**src/legacyPkg.sv**
```systemverilog
//****************************************
// Widths, address map and codes shared by the register and
// DAC routing core. Files use these by scoped names
//****************************************
`default_nettype none

package legacyPkg;

    // Bus and data widths
    typedef logic [11:0] busAddrT;
    typedef logic [15:0] busWordT;
    typedef logic [31:0] regWordT;
    typedef logic [17:0] sampleT;
    typedef logic [13:0] dacWordT;
    typedef logic [3:0]  dacSelectT;
    typedef logic [3:0]  demodModeT;

    localparam int numDacChannels = 3;

    //****************************************
    // Address map
    //****************************************
    // Region lives in bits 11 to 5, word offset in bits 4 to 2
    localparam busAddrT regionMask = 12'hfe0;
    localparam busAddrT offsetMask = 12'h01c;
    localparam busAddrT upperHalf  = 12'h002;

    localparam busAddrT regionMisc    = 12'h800;
    localparam busAddrT regionInterp0 = 12'h900;
    localparam busAddrT regionInterp1 = 12'h920;
    localparam busAddrT regionInterp2 = 12'h940;

    // Misc region word offsets
    localparam busAddrT miscResetOffset   = 12'h000;
    localparam busAddrT miscVersionOffset = 12'h004;
    localparam busAddrT miscClockOffset   = 12'h008;
    localparam busAddrT miscModeOffset    = 12'h00c;

    //****************************************
    // Select and mode codes
    //****************************************
    localparam dacSelectT dacTrellisI     = 4'h8;
    localparam dacSelectT dacTrellisQ     = 4'h9;
    localparam dacSelectT dacTrellisPhErr = 4'ha;
    localparam dacSelectT dacTrellisIndex = 4'hb;

    localparam demodModeT modeMultiH = 4'hb;

    localparam busWordT versionNumber = 16'h0159;

    // Soft reset pulse length in clocks
    localparam int softResetCycles = 6;
    typedef logic [$clog2(softResetCycles)-1:0] resetCountT;

endpackage

`default_nettype wire

```
**src/busDecoder.sv**
```systemverilog
//****************************************
// Brings the processor bus into the ck933 domain, makes a one
// clock write strobe and decodes the address regions
//****************************************
`timescale 1ns/1ps
`default_nettype none

module busDecoder (
    input  wire                                  ck933,
    input  wire                                  clockCounterEn,
    input  wire                                  nCs,
    input  wire                                  nWe,
    input  wire                                  nRd,
    input  wire legacyPkg::busAddrT              addr,
    input  wire legacyPkg::busWordT              dataIn,
    output legacyPkg::busAddrT                   regAddr,
    output legacyPkg::busWordT                   writeData,
    output logic                                 writeStrobe,
    output logic                                 readActive,
    output logic                                 miscSel,
    output logic [legacyPkg::numDacChannels-1:0] chanSel
);

    logic nCsReg;
    logic nWeReg;
    logic nRdReg;
    logic nCsDly;
    logic nWeDly;

    //****************************************
    // Bus input registers
    //****************************************
    always_ff @(posedge ck933 or posedge clockCounterEn) begin
        if (clockCounterEn) begin
            nCsReg      <= 1'b1;
            nWeReg      <= 1'b1;
            nRdReg      <= 1'b1;
            nCsDly      <= 1'b1;
            nWeDly      <= 1'b1;
            regAddr     <= '0;
            writeStrobe <= 1'b0;
        end else begin
            nCsReg  <= nCs;
            nWeReg  <= nWe;
            nRdReg  <= nRd;
            nCsDly  <= nCsReg;
            nWeDly  <= nWeReg;
            regAddr <= addr;
            // Rising nWe ends the write while chip select is low
            writeStrobe <= nWeReg & ~nWeDly & ~nCsDly;
        end
    end

    // Write data follows the bus pins every clock
    always_ff @(posedge ck933) begin
        writeData <= dataIn;
    end

    assign readActive = ~nCsReg & ~nRdReg;

    //****************************************
    // Region decode
    //****************************************
    assign miscSel = ~nCsReg & ((regAddr & legacyPkg::regionMask) == legacyPkg::regionMisc);

    always_comb begin
        chanSel = '0;
        if (!nCsReg) begin
            case (regAddr & legacyPkg::regionMask)
                legacyPkg::regionInterp0: chanSel[0] = 1'b1;
                legacyPkg::regionInterp1: chanSel[1] = 1'b1;
                legacyPkg::regionInterp2: chanSel[2] = 1'b1;
                default:                  chanSel    = '0;
            endcase
        end
    end

endmodule

`default_nettype wire

```
**src/dacChannel.sv**
```systemverilog
//****************************************
// One DAC output channel. Picks a sample stream by its select
// code and holds the upper bits until the next sync
//****************************************
`timescale 1ns/1ps
`default_nettype none

module dacChannel (
    input  wire                      ck933,
    input  wire                      clockCounterEn,
    input  wire                      softReset,
    input  wire legacyPkg::busAddrT  regAddr,
    input  wire legacyPkg::busWordT  writeData,
    input  wire                      writeStrobe,
    input  wire                      chanSel,
    input  wire legacyPkg::demodModeT demodMode,
    input  wire legacyPkg::sampleT   demodSample,
    input  wire legacyPkg::sampleT   trellisSample,
    input  wire legacyPkg::sampleT   multihSample,
    input  wire                      demodSync,
    input  wire                      trellisSync,
    input  wire                      multihSync,
    input  wire                      multihEn,
    output legacyPkg::dacWordT       dacData,
    output legacyPkg::regWordT       readData
);

    legacyPkg::dacSelectT dacSelect;
    legacyPkg::sampleT    chosenSample;
    logic                 chosenSync;
    logic                 trellisPick;
    logic                 multihPick;

    always_comb begin
        case (dacSelect)
            legacyPkg::dacTrellisI,
            legacyPkg::dacTrellisQ,
            legacyPkg::dacTrellisPhErr,
            legacyPkg::dacTrellisIndex: trellisPick = 1'b1;
            default:                    trellisPick = 1'b0;
        endcase
    end

    assign multihPick = multihEn & (demodMode == legacyPkg::modeMultiH);

    //****************************************
    // Select register, choice and hold stages
    //****************************************
    always_ff @(posedge ck933 or posedge clockCounterEn) begin
        if (clockCounterEn) begin
            dacSelect  <= '0;
            chosenSync <= 1'b0;
            dacData    <= '0;
        end else if (softReset) begin
            dacSelect  <= '0;
            chosenSync <= 1'b0;
            dacData    <= '0;
        end else begin
            if (writeStrobe && chanSel && !regAddr[1]) begin
                dacSelect <= writeData[3:0];
            end
            chosenSync <= trellisPick ? trellisSync : (multihPick ? multihSync : demodSync);
            // Upper bits of the sample go to the DAC
            if (chosenSync) begin
                dacData <= chosenSample[$bits(legacyPkg::sampleT)-1 -: $bits(legacyPkg::dacWordT)];
            end
        end
    end

    always_ff @(posedge ck933) begin
        chosenSample <= trellisPick ? trellisSample : (multihPick ? multihSample : demodSample);
    end

    assign readData = {2'b00, dacData, 12'h000, dacSelect};

endmodule

`default_nettype wire

```
**src/legacyPassThru.sv**
```systemverilog
//****************************************
// Top of the register and DAC routing core. The data pad
// tristate is built at board level from dataOut and dataOutEn
//****************************************
`timescale 1ns/1ps
`default_nettype none

module legacyPassThru (
    input  wire                       ck933,
    input  wire                       clockCounterEn,
    input  wire                       nCs,
    input  wire                       nWe,
    input  wire                       nRd,
    input  wire legacyPkg::busAddrT   addr,
    input  wire legacyPkg::busWordT   dataIn,
    input  wire legacyPkg::sampleT    demodSample,
    input  wire                       demodSync,
    input  wire legacyPkg::sampleT    trellisSample,
    input  wire                       trellisSync,
    input  wire legacyPkg::sampleT    multihSample,
    input  wire                       multihSync,
    input  wire                       multihEn,
    output legacyPkg::busWordT        dataOut,
    output logic                      dataOutEn,
    output legacyPkg::demodModeT      demodMode,
    output legacyPkg::dacWordT        dac0Data,
    output legacyPkg::dacWordT        dac1Data,
    output legacyPkg::dacWordT        dac2Data
);

    legacyPkg::busAddrT                   regAddr;
    legacyPkg::busWordT                   writeData;
    logic                                 writeStrobe;
    logic                                 readActive;
    logic                                 miscSel;
    logic [legacyPkg::numDacChannels-1:0] chanSel;
    logic                                 softReset;
    legacyPkg::regWordT                   miscData;
    legacyPkg::regWordT                   chanData [legacyPkg::numDacChannels];
    legacyPkg::dacWordT                   dacWord [legacyPkg::numDacChannels];

    //****************************************
    // Bus side
    //****************************************
    busDecoder i_busDecoder (
        .ck933          (ck933),
        .clockCounterEn (clockCounterEn),
        .nCs            (nCs),
        .nWe            (nWe),
        .nRd            (nRd),
        .addr           (addr),
        .dataIn         (dataIn),
        .regAddr        (regAddr),
        .writeData      (writeData),
        .writeStrobe    (writeStrobe),
        .readActive     (readActive),
        .miscSel        (miscSel),
        .chanSel        (chanSel)
    );

    miscRegs i_miscRegs (
        .ck933          (ck933),
        .clockCounterEn (clockCounterEn),
        .regAddr        (regAddr),
        .writeData      (writeData),
        .writeStrobe    (writeStrobe),
        .readActive     (readActive),
        .miscSel        (miscSel),
        .demodMode      (demodMode),
        .softReset      (softReset),
        .readData       (miscData)
    );

    //****************************************
    // DAC channels
    //****************************************
    for (genvar ch = 0; ch < legacyPkg::numDacChannels; ch++) begin : g_dac
        dacChannel i_dacChannel (
            .ck933          (ck933),
            .clockCounterEn (clockCounterEn),
            .softReset      (softReset),
            .regAddr        (regAddr),
            .writeData      (writeData),
            .writeStrobe    (writeStrobe),
            .chanSel        (chanSel[ch]),
            .demodMode      (demodMode),
            .demodSample    (demodSample),
            .trellisSample  (trellisSample),
            .multihSample   (multihSample),
            .demodSync      (demodSync),
            .trellisSync    (trellisSync),
            .multihSync     (multihSync),
            .multihEn       (multihEn),
            .dacData        (dacWord[ch]),
            .readData       (chanData[ch])
        );
    end

    assign dac0Data = dacWord[0];
    assign dac1Data = dacWord[1];
    assign dac2Data = dacWord[2];

    readMux i_readMux (
        .regAddr    (regAddr),
        .readActive (readActive),
        .miscSel    (miscSel),
        .chanSel    (chanSel),
        .miscData   (miscData),
        .chanData   (chanData),
        .dataOut    (dataOut),
        .dataOutEn  (dataOutEn)
    );

endmodule

`default_nettype wire

```
**src/miscRegs.sv**
```systemverilog
//****************************************
// Misc register space with version word, cycle counter,
// soft reset generator and the demod mode register
//****************************************
`timescale 1ns/1ps
`default_nettype none

module miscRegs (
    input  wire                     ck933,
    input  wire                     clockCounterEn,
    input  wire legacyPkg::busAddrT regAddr,
    input  wire legacyPkg::busWordT writeData,
    input  wire                     writeStrobe,
    input  wire                     readActive,
    input  wire                     miscSel,
    output legacyPkg::demodModeT    demodMode,
    output logic                    softReset,
    output legacyPkg::regWordT      readData
);

    legacyPkg::busAddrT    offset;
    legacyPkg::regWordT    clockCounter;
    legacyPkg::regWordT    clockHold;
    legacyPkg::resetCountT resetCount;
    logic                  modeWrite;
    logic                  clockRestart;
    logic                  resetRead;
    logic                  resetReadDly;
    logic                  miscSelDly;

    assign offset = regAddr & legacyPkg::offsetMask;

    // Mode takes the low half only
    assign modeWrite    = writeStrobe & miscSel & ~regAddr[1]
                        & (offset == legacyPkg::miscModeOffset);
    assign clockRestart = writeStrobe & miscSel & (offset == legacyPkg::miscClockOffset);
    assign resetRead    = readActive & miscSel & (offset == legacyPkg::miscResetOffset);

    //****************************************
    // Mode register and cycle counter
    //****************************************
    always_ff @(posedge ck933 or posedge clockCounterEn) begin
        if (clockCounterEn) begin
            demodMode    <= '0;
            clockCounter <= '0;
            miscSelDly   <= 1'b0;
        end else begin
            miscSelDly <= miscSel;
            if (softReset) begin
                demodMode <= '0;
            end else if (modeWrite) begin
                demodMode <= writeData[3:0];
            end
            if (clockRestart) begin
                clockCounter <= '0;
            end else begin
                clockCounter <= clockCounter + 1'b1;
            end
        end
    end

    // Snapshot on the first cycle of each misc access
    always_ff @(posedge ck933) begin
        if (miscSel && !miscSelDly) begin
            clockHold <= clockCounter;
        end
    end

    //****************************************
    // Soft reset pulse
    //****************************************
    always_ff @(posedge ck933 or posedge clockCounterEn) begin
        if (clockCounterEn) begin
            resetReadDly <= 1'b0;
            resetCount   <= '0;
            softReset    <= 1'b0;
        end else begin
            resetReadDly <= resetRead;
            // One pulse per read however long the read is held
            if (resetRead && !resetReadDly) begin
                softReset  <= 1'b1;
                resetCount <= legacyPkg::resetCountT'(legacyPkg::softResetCycles - 1);
            end else if (resetCount != '0) begin
                resetCount <= resetCount - 1'b1;
            end else begin
                softReset <= 1'b0;
            end
        end
    end

    // Read word by offset
    always_comb begin
        case (offset)
            legacyPkg::miscVersionOffset: readData = {legacyPkg::versionNumber, 16'h0000};
            legacyPkg::miscClockOffset:   readData = clockHold;
            legacyPkg::miscModeOffset:    readData = {28'h0000000, demodMode};
            default:                      readData = '0;
        endcase
    end

endmodule

`default_nettype wire

```
**src/readMux.sv**
```systemverilog
//****************************************
// Processor read data. Region word, then half word by bit 1
//****************************************
`timescale 1ns/1ps
`default_nettype none

module readMux (
    input  wire legacyPkg::busAddrT              regAddr,
    input  wire                                  readActive,
    input  wire                                  miscSel,
    input  wire [legacyPkg::numDacChannels-1:0]  chanSel,
    input  wire legacyPkg::regWordT              miscData,
    input  wire legacyPkg::regWordT              chanData [legacyPkg::numDacChannels],
    output legacyPkg::busWordT                   dataOut,
    output logic                                 dataOutEn
);

    legacyPkg::regWordT regionWord;

    // Unmapped regions read as zero
    always_comb begin
        regionWord = '0;
        if (miscSel) begin
            regionWord = miscData;
        end
        for (int i = 0; i < legacyPkg::numDacChannels; i++) begin
            if (chanSel[i]) begin
                regionWord = chanData[i];
            end
        end
    end

    assign dataOut   = regAddr[1] ? regionWord[31:16] : regionWord[15:0];
    assign dataOutEn = readActive;

endmodule

`default_nettype wire

```
**config.mk**
```make
export PLATFORM = sky130hd
export DESIGN_NAME = legacyPassThru
export DESIGN_NICKNAME = d
export VERILOG_FILES = /design/src/legacyPkg.sv /design/src/busDecoder.sv /design/src/dacChannel.sv /design/src/legacyPassThru.sv /design/src/miscRegs.sv /design/src/readMux.sv
export SDC_FILE = /design/constraint.sdc
export NUM_CORES = 1
export LEC_CHECK = 0
export ABC_AREA = 1
export BUFFER_PORTS_ARGS = -buffer_cell sky130_fd_sc_hd__buf_2
export CORE_ASPECT_RATIO = 1.4
export CORE_UTILIZATION = 51
export CTS_CLUSTER_DIAMETER = 60
export DETAILED_ROUTE_END_ITERATION = 10
export PLACE_DENSITY = 0.76
export SLEW_MARGIN = 20
export SYNTH_ARGS = -nofsm -noshare
export SYNTH_HDL_FRONTEND = slang
export SYNTH_SLANG_ARGS = --single-unit
export TNS_END_PERCENT = 100
```
**constraint.sdc**
```tcl
create_clock -name ck933 -period 4 [get_ports ck933]
set_clock_uncertainty 0.2 [all_clocks]
set_input_delay 0.6 -clock ck933 [delete_from_list [all_inputs] [get_ports ck933]]
set_output_delay 0.6 -clock ck933 [all_outputs]
set_load 0.01 [all_outputs]
```
Word level (Yosys, flattened, before mapping)

Index checks and enable logic that the tools add are counted.

Output and inout port bits: 63
Word-level logic and storage cells: 133
Register bits: 207

Add/subtract/negate cells: 2
Reduce and logical (&&, ||, !) cells: 24
Bitwise operators: 16
Mux-type cells: 43
Equality and inequality tests: 21

Operators by type and width:

| operator                                                                 | count |
|---|---|
| 32-bit 2-to-1 mux                                                        | 5 |
| 32-bit case mux with 3 select lines                                      | 1 |
| 14-bit 2-to-1 mux                                                        | 6 |
| 18-bit 2-to-1 mux                                                        | 4 |
| 4-bit == test (second input constant)                                    | 13 |
| 32-bit by 1-bit adder with 32-bit output (second input constant)         | 1 |
| 4-bit 2-to-1 mux                                                         | 8 |
| 7-bit == test (second input constant)                                    | 4 |
| 16-bit 2-to-1 mux                                                        | 1 |
| 2-bit nonzero test                                                       | 8 |
| 1-bit 2-to-1 mux                                                         | 15 |
| 12-bit logical NOT                                                       | 1 |
| 4-bit OR reduction                                                       | 3 |
| 1-bit AND                                                                | 11 |
| 3-bit 2-to-1 mux                                                         | 3 |
| 1-bit logical AND                                                        | 8 |
| 3-bit by 2-bit == test with 1-bit output (second input constant)         | 2 |
| 1-bit inverter                                                           | 5 |
| 3-bit by 1-bit == test with 1-bit output (second input constant)         | 1 |
| 1-bit logical NOT                                                        | 3 |
| 3-bit nonzero test                                                       | 1 |
| 3-bit by 1-bit subtractor with 3-bit output (second input constant)      | 1 |
| 2-bit by 1-bit inequality test with 1-bit output (second input constant) | 1 |

Depth between registers and ports, before layout

Gate-level depths: netlist (run 1).

Depth after elaboration: 7
Depth in mapped cells: 9
Depth with buffers taken out: 9

Cells and area by module

From an unflattened synthesis (run 1), not the netlist that was laid out.

Cells, all modules: 1483
Area total of the unflattened synthesis: 11479.8 µm²

By module, submodules not included:

| module     | cells an instance | area each (µm²) | times used | seq. area each (µm²) |
|---|---|---|---|---|
| dacChannel | 229               | 1820.5          | 3          | 755.7 |
| miscRegs   | 404               | 3484.6          | 1          | 2011.9 |
| readMux    | 335               | 1654.1          | 1          | 0.0 |
| busDecoder | 57                | 879.6           | 1          | 777.0 |

Least setup slack after synthesis (run 1)

Ideal clock, no wire load.

Path kind: register -> register
Start: reg i_busDecoder.regAddr[9]
End: reg i_miscRegs.clockHold[0] (enable)
Stages on the path, launching flop included: 6
Arrival: 2.081 ns
Required time: 3.379 ns
Setup slack: 1.298 ns
Path through: dfrtp_1 > clkinv_1 > nand2_1 > nor2_4 > nand3_1 > nor2_1

Longest elaborated chain between the ends: 3

RTL lines:

| item                   | RTL line         | RTL |
|---|---|---|
| start, declared        | busDecoder.sv:16 | `output legacyPkg::busAddrT regAddr,` |
| start signal, assigned | busDecoder.sv:48 | `regAddr <= addr;` |
| 7-bit == test          | busDecoder.sv:64 | `assign miscSel = ~nCsReg & ((regAddr & legacyPkg::regionMask) == legacyPkg::regionMisc);` |
| 1-bit AND              | busDecoder.sv:64 |  |
| 1-bit logical AND      | miscRegs.sv:64   | `if (miscSel && !miscSelDly) begin` |
| end signal, assigned   | miscRegs.sv:65   | `clockHold <= clockCounter;` |
| end, declared          | miscRegs.sv:23   | `legacyPkg::regWordT clockHold;` |

Every way passes these cells.
A chain may end at the register's enable or synchronous reset.

Worst setup path in the final report (run 1)

Start: reg i_busDecoder.regAddr[4]
End: out dataOut[14]

Longest elaborated chain between the ends: 7
Elaborated cells between the ends (all ways): 9
Those cells by class: eq/ne (3); mux (6)

RTL lines:

| item                                                                                                        | RTL line             | RTL |
|---|---|---|
| 3-bit by 2-bit == test with 1-bit output / 3-bit by 1-bit == test with 1-bit output (equally long branches) | miscRegs.sv:93       | `case (offset)` |
| 32-bit case mux with 3 select lines (*)                                                                     | miscRegs.sv:93       |  |
| 32-bit 2-to-1 mux (*)                                                                                       | readMux.sv:23        | `if (miscSel) begin` |
| 32-bit 2-to-1 mux (*) (3 in a row)                                                                          | readMux.sv:27        | `if (chanSel[i]) begin` |
| 16-bit 2-to-1 mux (*)                                                                                       | readMux.sv:33        | `assign dataOut = regAddr[1] ? regionWord[31:16] : regionWord[15:0];` |
| end, declared                                                                                               | legacyPassThru.sv:23 | `output legacyPkg::busWordT dataOut,` |

Every way passes the cells marked *; elsewhere a longest branch is shown, timed or not.

==> results of run 1 <==
kinds of logic after synthesis:
kind of cell,count (synthesis)
AO/OA/AOI/OAI,146
XOR/XNOR,13
adder cells (fa/ha/maj),3
buffers and inverters,216
flip-flops,194
AND/OR/NAND/NOR,531
metrics by stage:
stage                     instance area, µm²  cells  util (%)  total power, mW  setup slack [ns]
after global routing                   10200   1423      58.4             4.50             0.475
final                                  10200   1423      58.4             4.33             0.756
after CTS                              10200   1422      58.4             4.34             0.697
after detailed placement                9550   1390      54.9             2.65              1.19
after global placement                  9550   1390      54.9             2.63              1.22
after floorplan                         9060   1103         -             2.52             0.136
cell usage after synthesis (6+ instances only):
cell type and n:
o21ai_0 100, nor2_1 110, inv_1 126, dfrtp_1 111
nor2_2 7, nand3_1 133, nand4_1 19, nand2_1 237
buf_1 7, edfxtp_1 32, xnor2_1 8, clkbuf_1 15
nor2_4 6, buf_4 49, buf_2 16, o21ai_1 35
dfxtp_1 46
how the worst max path moves through the flow:
stage | to | cells past startpoint
finish | dataOut[14] | 6
global route | dataOut[15] | 7
CTS | dataOut[15] | 6
detailed placement | dataOut[15] | 6
global placement | dataOut[14] | 6
floorplan | g_dac[0].i_dacChannel.chosenSync | 1
layer usage:
metal	share of wire (%)	up-vias
met3	5.2	52
met4	4.2	0
met1	39	3495
met5	0	-
met2	51	248
li1	-	3653
registers in the layout, summed over array words and instances, names as in the netlist:
name                             cells
g_dac.i_dacChannel.chosenSample     42
g_dac.i_dacChannel.chosenSync        3
g_dac.i_dacChannel.dacData          42
g_dac.i_dacChannel.dacSelect        12
i_busDecoder.nCsDly                  1
i_busDecoder.nCsReg                  1
i_busDecoder.nRdReg                  1
i_busDecoder.nWeDly                  1
i_busDecoder.nWeReg                  1
i_busDecoder.regAddr                11
i_busDecoder.writeData               4
i_busDecoder.writeStrobe             1
i_miscRegs.clockCounter             32
i_miscRegs.clockHold                32
i_miscRegs.demodMode                 4
i_miscRegs.miscSelDly                1
i_miscRegs.resetCount                3
i_miscRegs.resetReadDly              1
i_miscRegs.softReset                 1
worst max-delay path: cells and delay by family (launching register included):
| kind | cells | cell delay, ns |
|---|---|---|
| DFF | 1 | 0.41 |
| buffers and inverters | 2 | 0.26 |
| and+or+nand+nor | 4 | 1.33 |
final cells by class:
type	count	area, µm²	area share (%)
Clock buffer	17	425	4.19
Inverter	128	483	4.75
Sequential cell	194	4790	47.1
Antenna cell	1	2.50	0.0246
Clock inverter	15	183	1.80
Timing Repair Buffer	139	736	7.24
Tap cell	236	295	2.90
Multi-Input combinational cell	693	3250	32.0
power groups by stage:
stage	Clock [mW]	Sequential [mW]	Combinational, mW
final	1.72	2.23	0.381
after global routing	1.82	2.24	0.433
after CTS	1.73	2.23	0.385
after detailed placement	0	2.27	0.380
after global placement	0	2.27	0.363
after floorplan	0	2.22	0.302
==> results.txt, run 1 <==
post-synthesis sequential area ratio: 52.9%
Core ar.: 17400 µm²
DRC Markers: 0
GRT Total Usage: 26.2%
EDFF count, synth: 32
Worst Path Max Fanout: 16
first-pass GRT wire length: 36200 µm
Post-Route WL: 22800 µm
hold path endpoint: i_busDecoder.nRdReg
Seq pwr share: 51.5%
Worst Hold Class: in2reg
Mapped Cells: 1103
Clk pwr share: 39.7%
peak supply drop: 0.336 mV
vias per std cell: 5.23
final worst path period share: 81.1%
Critical Path RT: 3.20 ns
Critical Path End Type: output port
Setup CP Type: reg2out
# IOs: 154
unique cell type count in the Yosys netlist: 34
htree depth: 4
setup tns final: 0 ns
Final #Nets: 1267
Post-CTS Resized: 0
most frequent cells in the layout: 237 x nand2_1, 133 x nand3_1, 128 x buf_2, 124 x inv_1, 111 x dfrtp_1
power per cell area: 426 nW/µm²
RR Endpoint: g_dac[2].i_dacChannel.chosenSample[10]
multiplexer share of the synthesized area: 0%
top post-synthesis cells by area: dfrtp_1 31%, edfxtp_1 11%, dfxtp_1 10%
global-route met3 utilization: 3.76%
Syn Area/Cell: 8.21 µm²
First-pass DRT Iterations: 5
Hold-fix buffers, CTS: 0
FF-to-FF setup slack: 1.25 ns
Synth Flop Type: dfrtp_1
cts bufs inserted: 17
share of cells above drive strength 1: 17.5%
ys async rst share: 59.8%
worst r2r path cells: 5
Hold Violations, Final: 0
busiest grt layer: met2
commonest non-fill, non-tap cell in the layout: nand2_1
initial antenna violation count: 1
Synth Area in Simple Gates: 25.8%
Synth Register Bits: 194
r2r startpoint: i_miscRegs.demodMode[0]
Critical path origin: i_busDecoder.regAddr[4]
area delta synth->final: 12.2%
final HPWL from detailed placement: 16500 µm
Mapped Nets: 1197
Routed wire per std cell: 16.0 µm
switching power: 1.21 mW
width of the chip: 115 µm
met1 Use GR: 31.5%
Worst EP arrival: 2.44 ns
Hold WS: 0.0475 ns
status: complete, no violations
Fillers: 1518
RSZ-0062 raised after global routing: no
Initial Utilization: 52.1%
Root Buffer: clkbuf_16
setup violators final: 0
vias in the first global route: 7049
Worst Max-Slew Pin Slew: 0.875 ns
grt met2 use: 45.3%
minimum clock period: 3.24 ns
critical path cell sequence: nor2_4 -> inv_1 -> nor2_1 -> nand2_1 -> nor3_1 -> buf_2
clk slew on worst S/H paths: 0.07 ns
GR Overflow Total: 0
RD Place Congestion: 0.973
Switching Share: 28.0%
largest net degree at the start of global routing: 63
IO Port Bufs: 128
Max Slew Vio Count: 0
internal power: 3.12 mW
DIE HEIGHT: 160 µm
slowest stage cell on the critical path: nor2_1
Clock Path Buffers: 2
die area: 18300 µm²
max_cap viols: 0
DR iter-0 viols: 730
leading area contributor after synthesis: dfrtp_1
FMAX: 308 MHz
Synth Area in Adders: 0.414%
P_leak: 4.82 nW
relative slew slack: 41.5%
setup bufs post-CTS: 0
Antenna Nets Post-Route: 0
Post-Syn Area: 9060 µm²
startpoint types: flip-flop
clk sinks: 194
TritonCTS clock tree: yes
hold path cells: 1
clock latency on the worst-skew pair: 0.45 ns
combinational family with the most area after synthesis: simple AND/OR/NAND/NOR gates
hold wc startpoint: nRd
Post-Synth XOR/XNOR Area: 1.26%
Synth warnings: 0
Placement Rows: 57
Comb power frac: 8.8%
Compound-Gate Fraction of Synth Area: 8.38%
Slowest Stage Delay on Critical Path: 0.59 ns
Yosys top cell area share: 30.7%
Vias: 7448
No activity file was read; power rests on OpenSTA's default activity.
==> inputs of run 2 (changes only) <==
- ABC_AREA: 1 -> 0
- CORE_UTILIZATION: 51 -> 56
- PLACE_DENSITY: 0.76 -> 0.8
- clock period: 4 -> 3.1 ns (I/O delays scaled with it)
==> run 2 against run 1 <==
Largest cell class unchanged. Final area up 0.22%. Critical path type unchanged. The run now ends with setup timing left. Worst hold slack improved by 0.054 ns. Sequential power rose by 30%.
==> results.txt, run 2 <==
vias in the first global route: 6517
GRT Total Usage: 27.8%
top post-synthesis cells by area: dfrtp_1 32%, edfxtp_1 11%, dfxtp_1 11%
Slowest Stage Delay on Critical Path: 0.56 ns
failing checks: setup timing
Worst EP arrival: 2.52 ns
P_leak: 4.54 nW
diodes inserted: 0
post-place setup slack: 0.128 ns
Cell Area, Placed: 9230 µm²
share of cells above drive strength 1: 23.4%
Worst Max-Slew Pin Slew: 0.844 ns
Max Slew Vio Count: 0
final worst path period share: 103%
Synth warnings: 0
peak supply drop: 0.379 mV
largest net degree at the start of global routing: 44
first-pass GRT wire length: 33600 µm
TritonCTS clock tree: yes
most numerous cell in the Yosys netlist: nor2_1
Placement Rows: 53
Synth Flop Type: dfrtp_1
GR Overflow Total: 0
Antenna Nets Post-Route: 0
Synth top cells by count: 134 x nor2_1, 111 x dfrtp_1, 75 x mux2i_1
worst r2r path cells: 6
FMAX: 314 MHz
Syn Area/Cell: 10.5 µm²
r2r startpoint: i_busDecoder.regAddr[10]
Mapped Nets: 918
post-synthesis sequential area ratio: 55.4%
Post-Syn Area: 8650 µm²
Final #Nets: 1023
Hold WS: 0.101 ns
Largest regs: g_dac.i_dacChannel.chosenSample (42), g_dac.i_dacChannel.dacData (42)
area delta synth->final: 17.8%
final worst slack: -0.0870 ns
DR iter-0 viols: 434
final HPWL from detailed placement: 14500 µm
Mapped Cells: 824
RR Endpoint: i_miscRegs.clockCounter[15]
setup tns final: -0.670 ns
Hold Violations, Final: 0
First-pass DRT Iterations: 5
hold wc startpoint: trellisSample[5]
minimum clock period: 3.19 ns
initial antenna violation count: 0
commonest non-fill, non-tap cell in the layout: nor2_1
Clock Path Buffers: 2
cell area after layout: 10200 µm²
startpoint types: flip-flop
max_cap viols: 0
ys async rst share: 59.8%
EDFF count, synth: 32
FF-to-FF setup slack: 0.56 ns
Post-Route WL: 21300 µm
RSZ-0062 raised after global routing: yes
Core ar.: 15100 µm²
relative slew slack: 43.7%
slowest stage cell on the critical path: or4_4
# IOs: 154
Yosys top cell area share: 32.1%
width of the chip: 107 µm
clk slew on worst S/H paths: 0.07 ns
Critical Path RT: 2.43 ns
unique cell type count in the Yosys netlist: 51
power per cell area: 561 nW/µm²
Initial Utilization: 57.4%
most frequent cells in the layout: 133 x nor2_1, 127 x buf_2, 109 x dfrtp_1, 75 x mux2i_1, 70 x a21oi_1
DRC Markers: 0
cts bufs inserted: 17
Worst Path Max Fanout: 7
DIE HEIGHT: 149 µm
setup violators final: 11
Routed wire per std cell: 18.7 µm
hold path cells: 3
Critical Path End Type: output port
htree depth: 4
final core utilization: 67.7%
Worst Hold Class: in2reg
leading area contributor after synthesis: dfrtp_1
die area: 15900 µm²
clk sinks: 194
clock latency on the worst-skew pair: 0.43 ns
Setup CP Type: reg2out
Root Buffer: clkbuf_16
vias per std cell: 5.93
IO Port Bufs: 128
Synth Register Bits: 194
RD Place Congestion: 0.924
status: finished with violations
Vias: 6720
hold path endpoint: g_dac[0].i_dacChannel.chosenSample[5]
critical path cell sequence: or4b_4 -> or4_4 -> nor3_4 -> buf_6 -> o2bb2ai_2 -> buf_2
## run 2: cell count changes after synthesis, moves of 14 or more
| cell | delta |
|---|---|
| a21oi_1 | +68 |
| a22oi_1 | +16 |
| buf_2 | -14 |
| clkbuf_1 | +25 |
| inv_1 | -112 |
| mux2i_1 | +75 |
| nand2_1 | -218 |
| nand3_1 | -116 |
| nor2_1 | +24 |
| o21ai_0 | -68 |
| o21ai_1 | -35 |
| o2bb2ai_1 | +18 |
| or4_1 | +16 |
## run 2: per-stage QoR
step	std cells	power (mW)
floorplan	824	3.31
global placement	1076	3.45
detailed placement	1076	3.48
CTS	1131	5.73
global route	1134	5.92
finish	1134	5.71
## run 2: cells by family after synthesis
family | synth area share, %
AO/OA/AOI/OAI | 12.2
adder cells (fa/ha/maj) | 0.434
XOR/XNOR | 1.11
flip-flops | 55.4
multiplexers | 8.94
buffers and inverters | 6.58
AND/OR/NAND/NOR | 15.3
## run 2: what timing repair did
action	4_1_cts	5_1_grt
endpoints found under the hold margin	39	0
buffers inserted	4	2
pin swaps	4	0
setup endpoints to repair	13	16
hold buffers	19	0
gates resized for setup	13	12
## run 2: worst max-delay path, delay by kind of cell (launching register included)
family          cells  cell delay (ns)
compound gates      1             0.12
buf+inv             2             0.32
flops               1             0.40
simple gates        3             1.25
## run 2: metal layers
metal	track usage, %	up-vias	share of wire [%]
met1	35.1	3271	41
li1	-	3111	-
met5	0	-	0
met3	4.50	52	5.8
met4	13.6	0	3.7
met2	46.4	286	50
## run 2: how the worst max path moves through the flow
stage	cells after the start	start	slack, ns	to
floorplan	6	i_busDecoder.nCsReg	0.20	dataOut[1]
global placement	5	i_busDecoder.regAddr[10]	0.16	dataOut[1]
detailed placement	5	i_busDecoder.regAddr[10]	0.13	dataOut[2]
CTS	5	i_busDecoder.nCsReg	-0.07	dataOut[1]
global route	6	i_busDecoder.regAddr[10]	-0.12	dataOut[9]
finish	6	i_busDecoder.regAddr[10]	-0.09	dataOut[13]
## run 2: power by group
group	switching [mW]	total [mW]	leakage (nW)	internal, mW
clock	1.02	2.25	0.304	1.23
sequential	0.162	2.90	2.09	2.74
combinational	0.294	0.555	2.15	0.261
## run 2: layout make-up
type,instances,area (µm²)
Clock inverter,12,130
Sequential cell,194,4790
Clock buffer,20,478
Tap cell,192,240
Timing Repair Buffer,177,1110
Multi-Input combinational cell,525,3380
Fill cell,1109,4870
Inverter,14,56.3
==> inputs of run 3 (changes only) <==
- GPL_TIMING_DRIVEN: unset -> 0
==> run 3 against run 2 <==
The run still ends with setup timing left. Final area grew 5.7%. Wire length is 11% higher. Total power rose by 1.2%. Clock-buffer cell count shrank 3. Critical path depth did not move. Sequential cell count did not move. Critical endpoint is now dataOut[2]. Highest routed layer unchanged.
==> results.txt, run 3 (same netlist as run 2, synthesis figures left out) <==
P_leak: 4.79 nW
IO Port Bufs: 128
largest net degree at the start of global routing: 33
relative slew slack: 41.9%
setup violators final: 11
Critical Path RT: 2.43 ns
post-place setup slack: -0.0889 ns
peak supply drop: 0.411 mV
Initial Utilization: 57.4%
final HPWL from detailed placement: 16400 µm
Post-Route WL: 23600 µm
area delta synth->final: 24.5%
cts bufs inserted: 17
Worst Max-Slew Pin Slew: 0.869 ns
failing checks: setup timing
htree depth: 4
initial antenna violation count: 0
power per cell area: 537 nW/µm²
FF-to-FF setup slack: 0.35 ns
Slowest Stage Delay on Critical Path: 0.57 ns
Placement Rows: 53
DR iter-0 viols: 656
RR Endpoint: i_miscRegs.clockHold[16]
DIE HEIGHT: 149 µm
final worst slack: -0.354 ns
Hold WS: 0.102 ns
FMAX: 290 MHz
most frequent cells in the layout: 132 x nor2_1, 125 x buf_2, 109 x dfrtp_1, 75 x mux2i_1, 70 x a21oi_1
commonest non-fill, non-tap cell in the layout: nor2_1
hold path cells: 3
slowest stage cell on the critical path: or4_4
first-pass GRT wire length: 36400 µm
startpoint types: flip-flop
clock latency on the worst-skew pair: 0.44 ns
Placed Cells: 1149
minimum clock period: 3.45 ns
critical path cell sequence: or4b_4 -> or4_4 -> buf_6 -> o22a_1 -> o32ai_2 -> buf_2
GR Overflow Total: 0
RSZ-0062 raised after global routing: yes
multi-input logic area: 3520 µm²
Worst EP arrival: 2.79 ns
Finished Layout Cells: 1205
Antenna Nets Post-Route: 0
Core ar.: 15100 µm²
CP bufs+invs: 2
clk sinks: 194
# IOs: 154
clk slew on worst S/H paths: 0.08 ns
TritonCTS clock tree: yes
Power Total: 5.78 mW
Final #Nets: 1094
Clock Path Buffers: 2
hold wc startpoint: trellisSample[8]
worst r2r path cells: 5
First-pass DRT Iterations: 10
Largest regs: g_dac.i_dacChannel.chosenSample (42), g_dac.i_dacChannel.dacData (42)
Worst Hold Class: in2reg
Fillers: 1029
Worst Path Max Fanout: 3
hold path endpoint: g_dac[1].i_dacChannel.chosenSample[8]
status: finished with violations
GRT Total Usage: 30.4%
vias in the first global route: 6859
Vias: 7176
Max Slew Vio Count: 0
vias per std cell: 5.96
diodes inserted: 0
Routed wire per std cell: 19.6 µm
Hold Violations, Final: 0
die area: 15900 µm²
Critical Path End Type: output port
Largest delay share family, worst path: simple AND/OR/NAND/NOR gates
DRC Markers: 0
Root Buffer: clkbuf_16
RD Place Congestion: 0.947
width of the chip: 107 µm
final worst path period share: 111%
Register Area: 4790 µm²
share of cells above drive strength 1: 26.1%
r2r startpoint: i_busDecoder.regAddr[10]
Setup CP Type: reg2out
max_cap viols: 0
## run 3: cell types whose count changed in the layout (fill, tap and decap cells not counted), moves of 3 or more
cell	previous run	this run
o21ai_1	8	2
clkbuf_1	0	30
buf_1	0	3
buf_4	25	49
clkbuf_2	0	8
nor3_4	1	4
clkinv_8	0	4
buf_6	3	8
o2bb2ai_2	5	0
o21ai_0	24	30
o2bb2ai_4	1	7
## run 3: metal layers
| metal | up-vias | part of all wire (%) | global-route usage [%] |
|---|---|---|---|
| met5 | - | 0 | 0 |
| met4 | 0 | 4.3 | 15.7 |
| met3 | 74 | 7.1 | 4.81 |
| met2 | 384 | 51 | 51.8 |
| met1 | 3466 | 38 | 37.1 |
| li1 | 3252 | - | - |
## run 3: worst max-delay path by stage
stage / start / to / slack (ns) / cells past startpoint
finish: i_busDecoder.regAddr[10] / dataOut[2] / -0.35 / 6
global route: i_busDecoder.regAddr[10] / dataOut[2] / -0.36 / 6
CTS: i_busDecoder.regAddr[10] / dataOut[2] / -0.31 / 6
detailed placement: i_busDecoder.nCsReg / dataOut[2] / -0.09 / 7
global placement: i_busDecoder.regAddr[8] / dataOut[2] / -0.49 / 6
floorplan: i_busDecoder.nCsReg / dataOut[1] / 0.20 / 6
## run 3: worst min-delay path: stages
cell	delay, ns
buf_2	0.10
nor2_1	0.05
a21oi_1	0.09
## run 3: through the flow
step | area (µm²) | setup TNS [ns] | util (%)
after floorplan | 8650 | 0 | -
after global placement | 9530 | -12.64 | 63.3
after detailed placement | 9630 | -0.130 | 64.0
after CTS | 10700 | -2.57 | 71.0
after global routing | 10800 | -3.15 | 71.5
final | 10800 | -2.78 | 71.5
## run 3: final cells by class
| type | instances | area share (%) |
|---|---|---|
| flip-flops and latches | 194 | 44.5 |
| multi-input cells | 525 | 32.7 |
| repair buffers | 161 | 9.73 |
| plain buffers | 87 | 4.70 |
| clock buffers | 17 | 3.95 |
| well taps | 192 | 2.23 |
| clock inverters | 15 | 1.66 |
| inverters | 14 | 0.523 |
## run 3: where the power goes
| part | leakage (nW) | internal (mW) | switching [mW] |
|---|---|---|---|
| sequential | 2.09 | 2.74 | 0.155 |
| combinational | 2.41 | 0.327 | 0.336 |
| clock | 0.295 | 1.10 | 1.12 |
| total | 4.79 | 4.17 | 1.61 |
## run 3: repair_timing
action                                 4_1_cts  5_1_grt
setup endpoints to repair                   16       16
hold buffers                                19        0
setup buffers                                6        3
endpoints found under the hold margin       25        0
pin swaps                                    5        4
cloned                                       0        0
gates resized for setup                     34       23
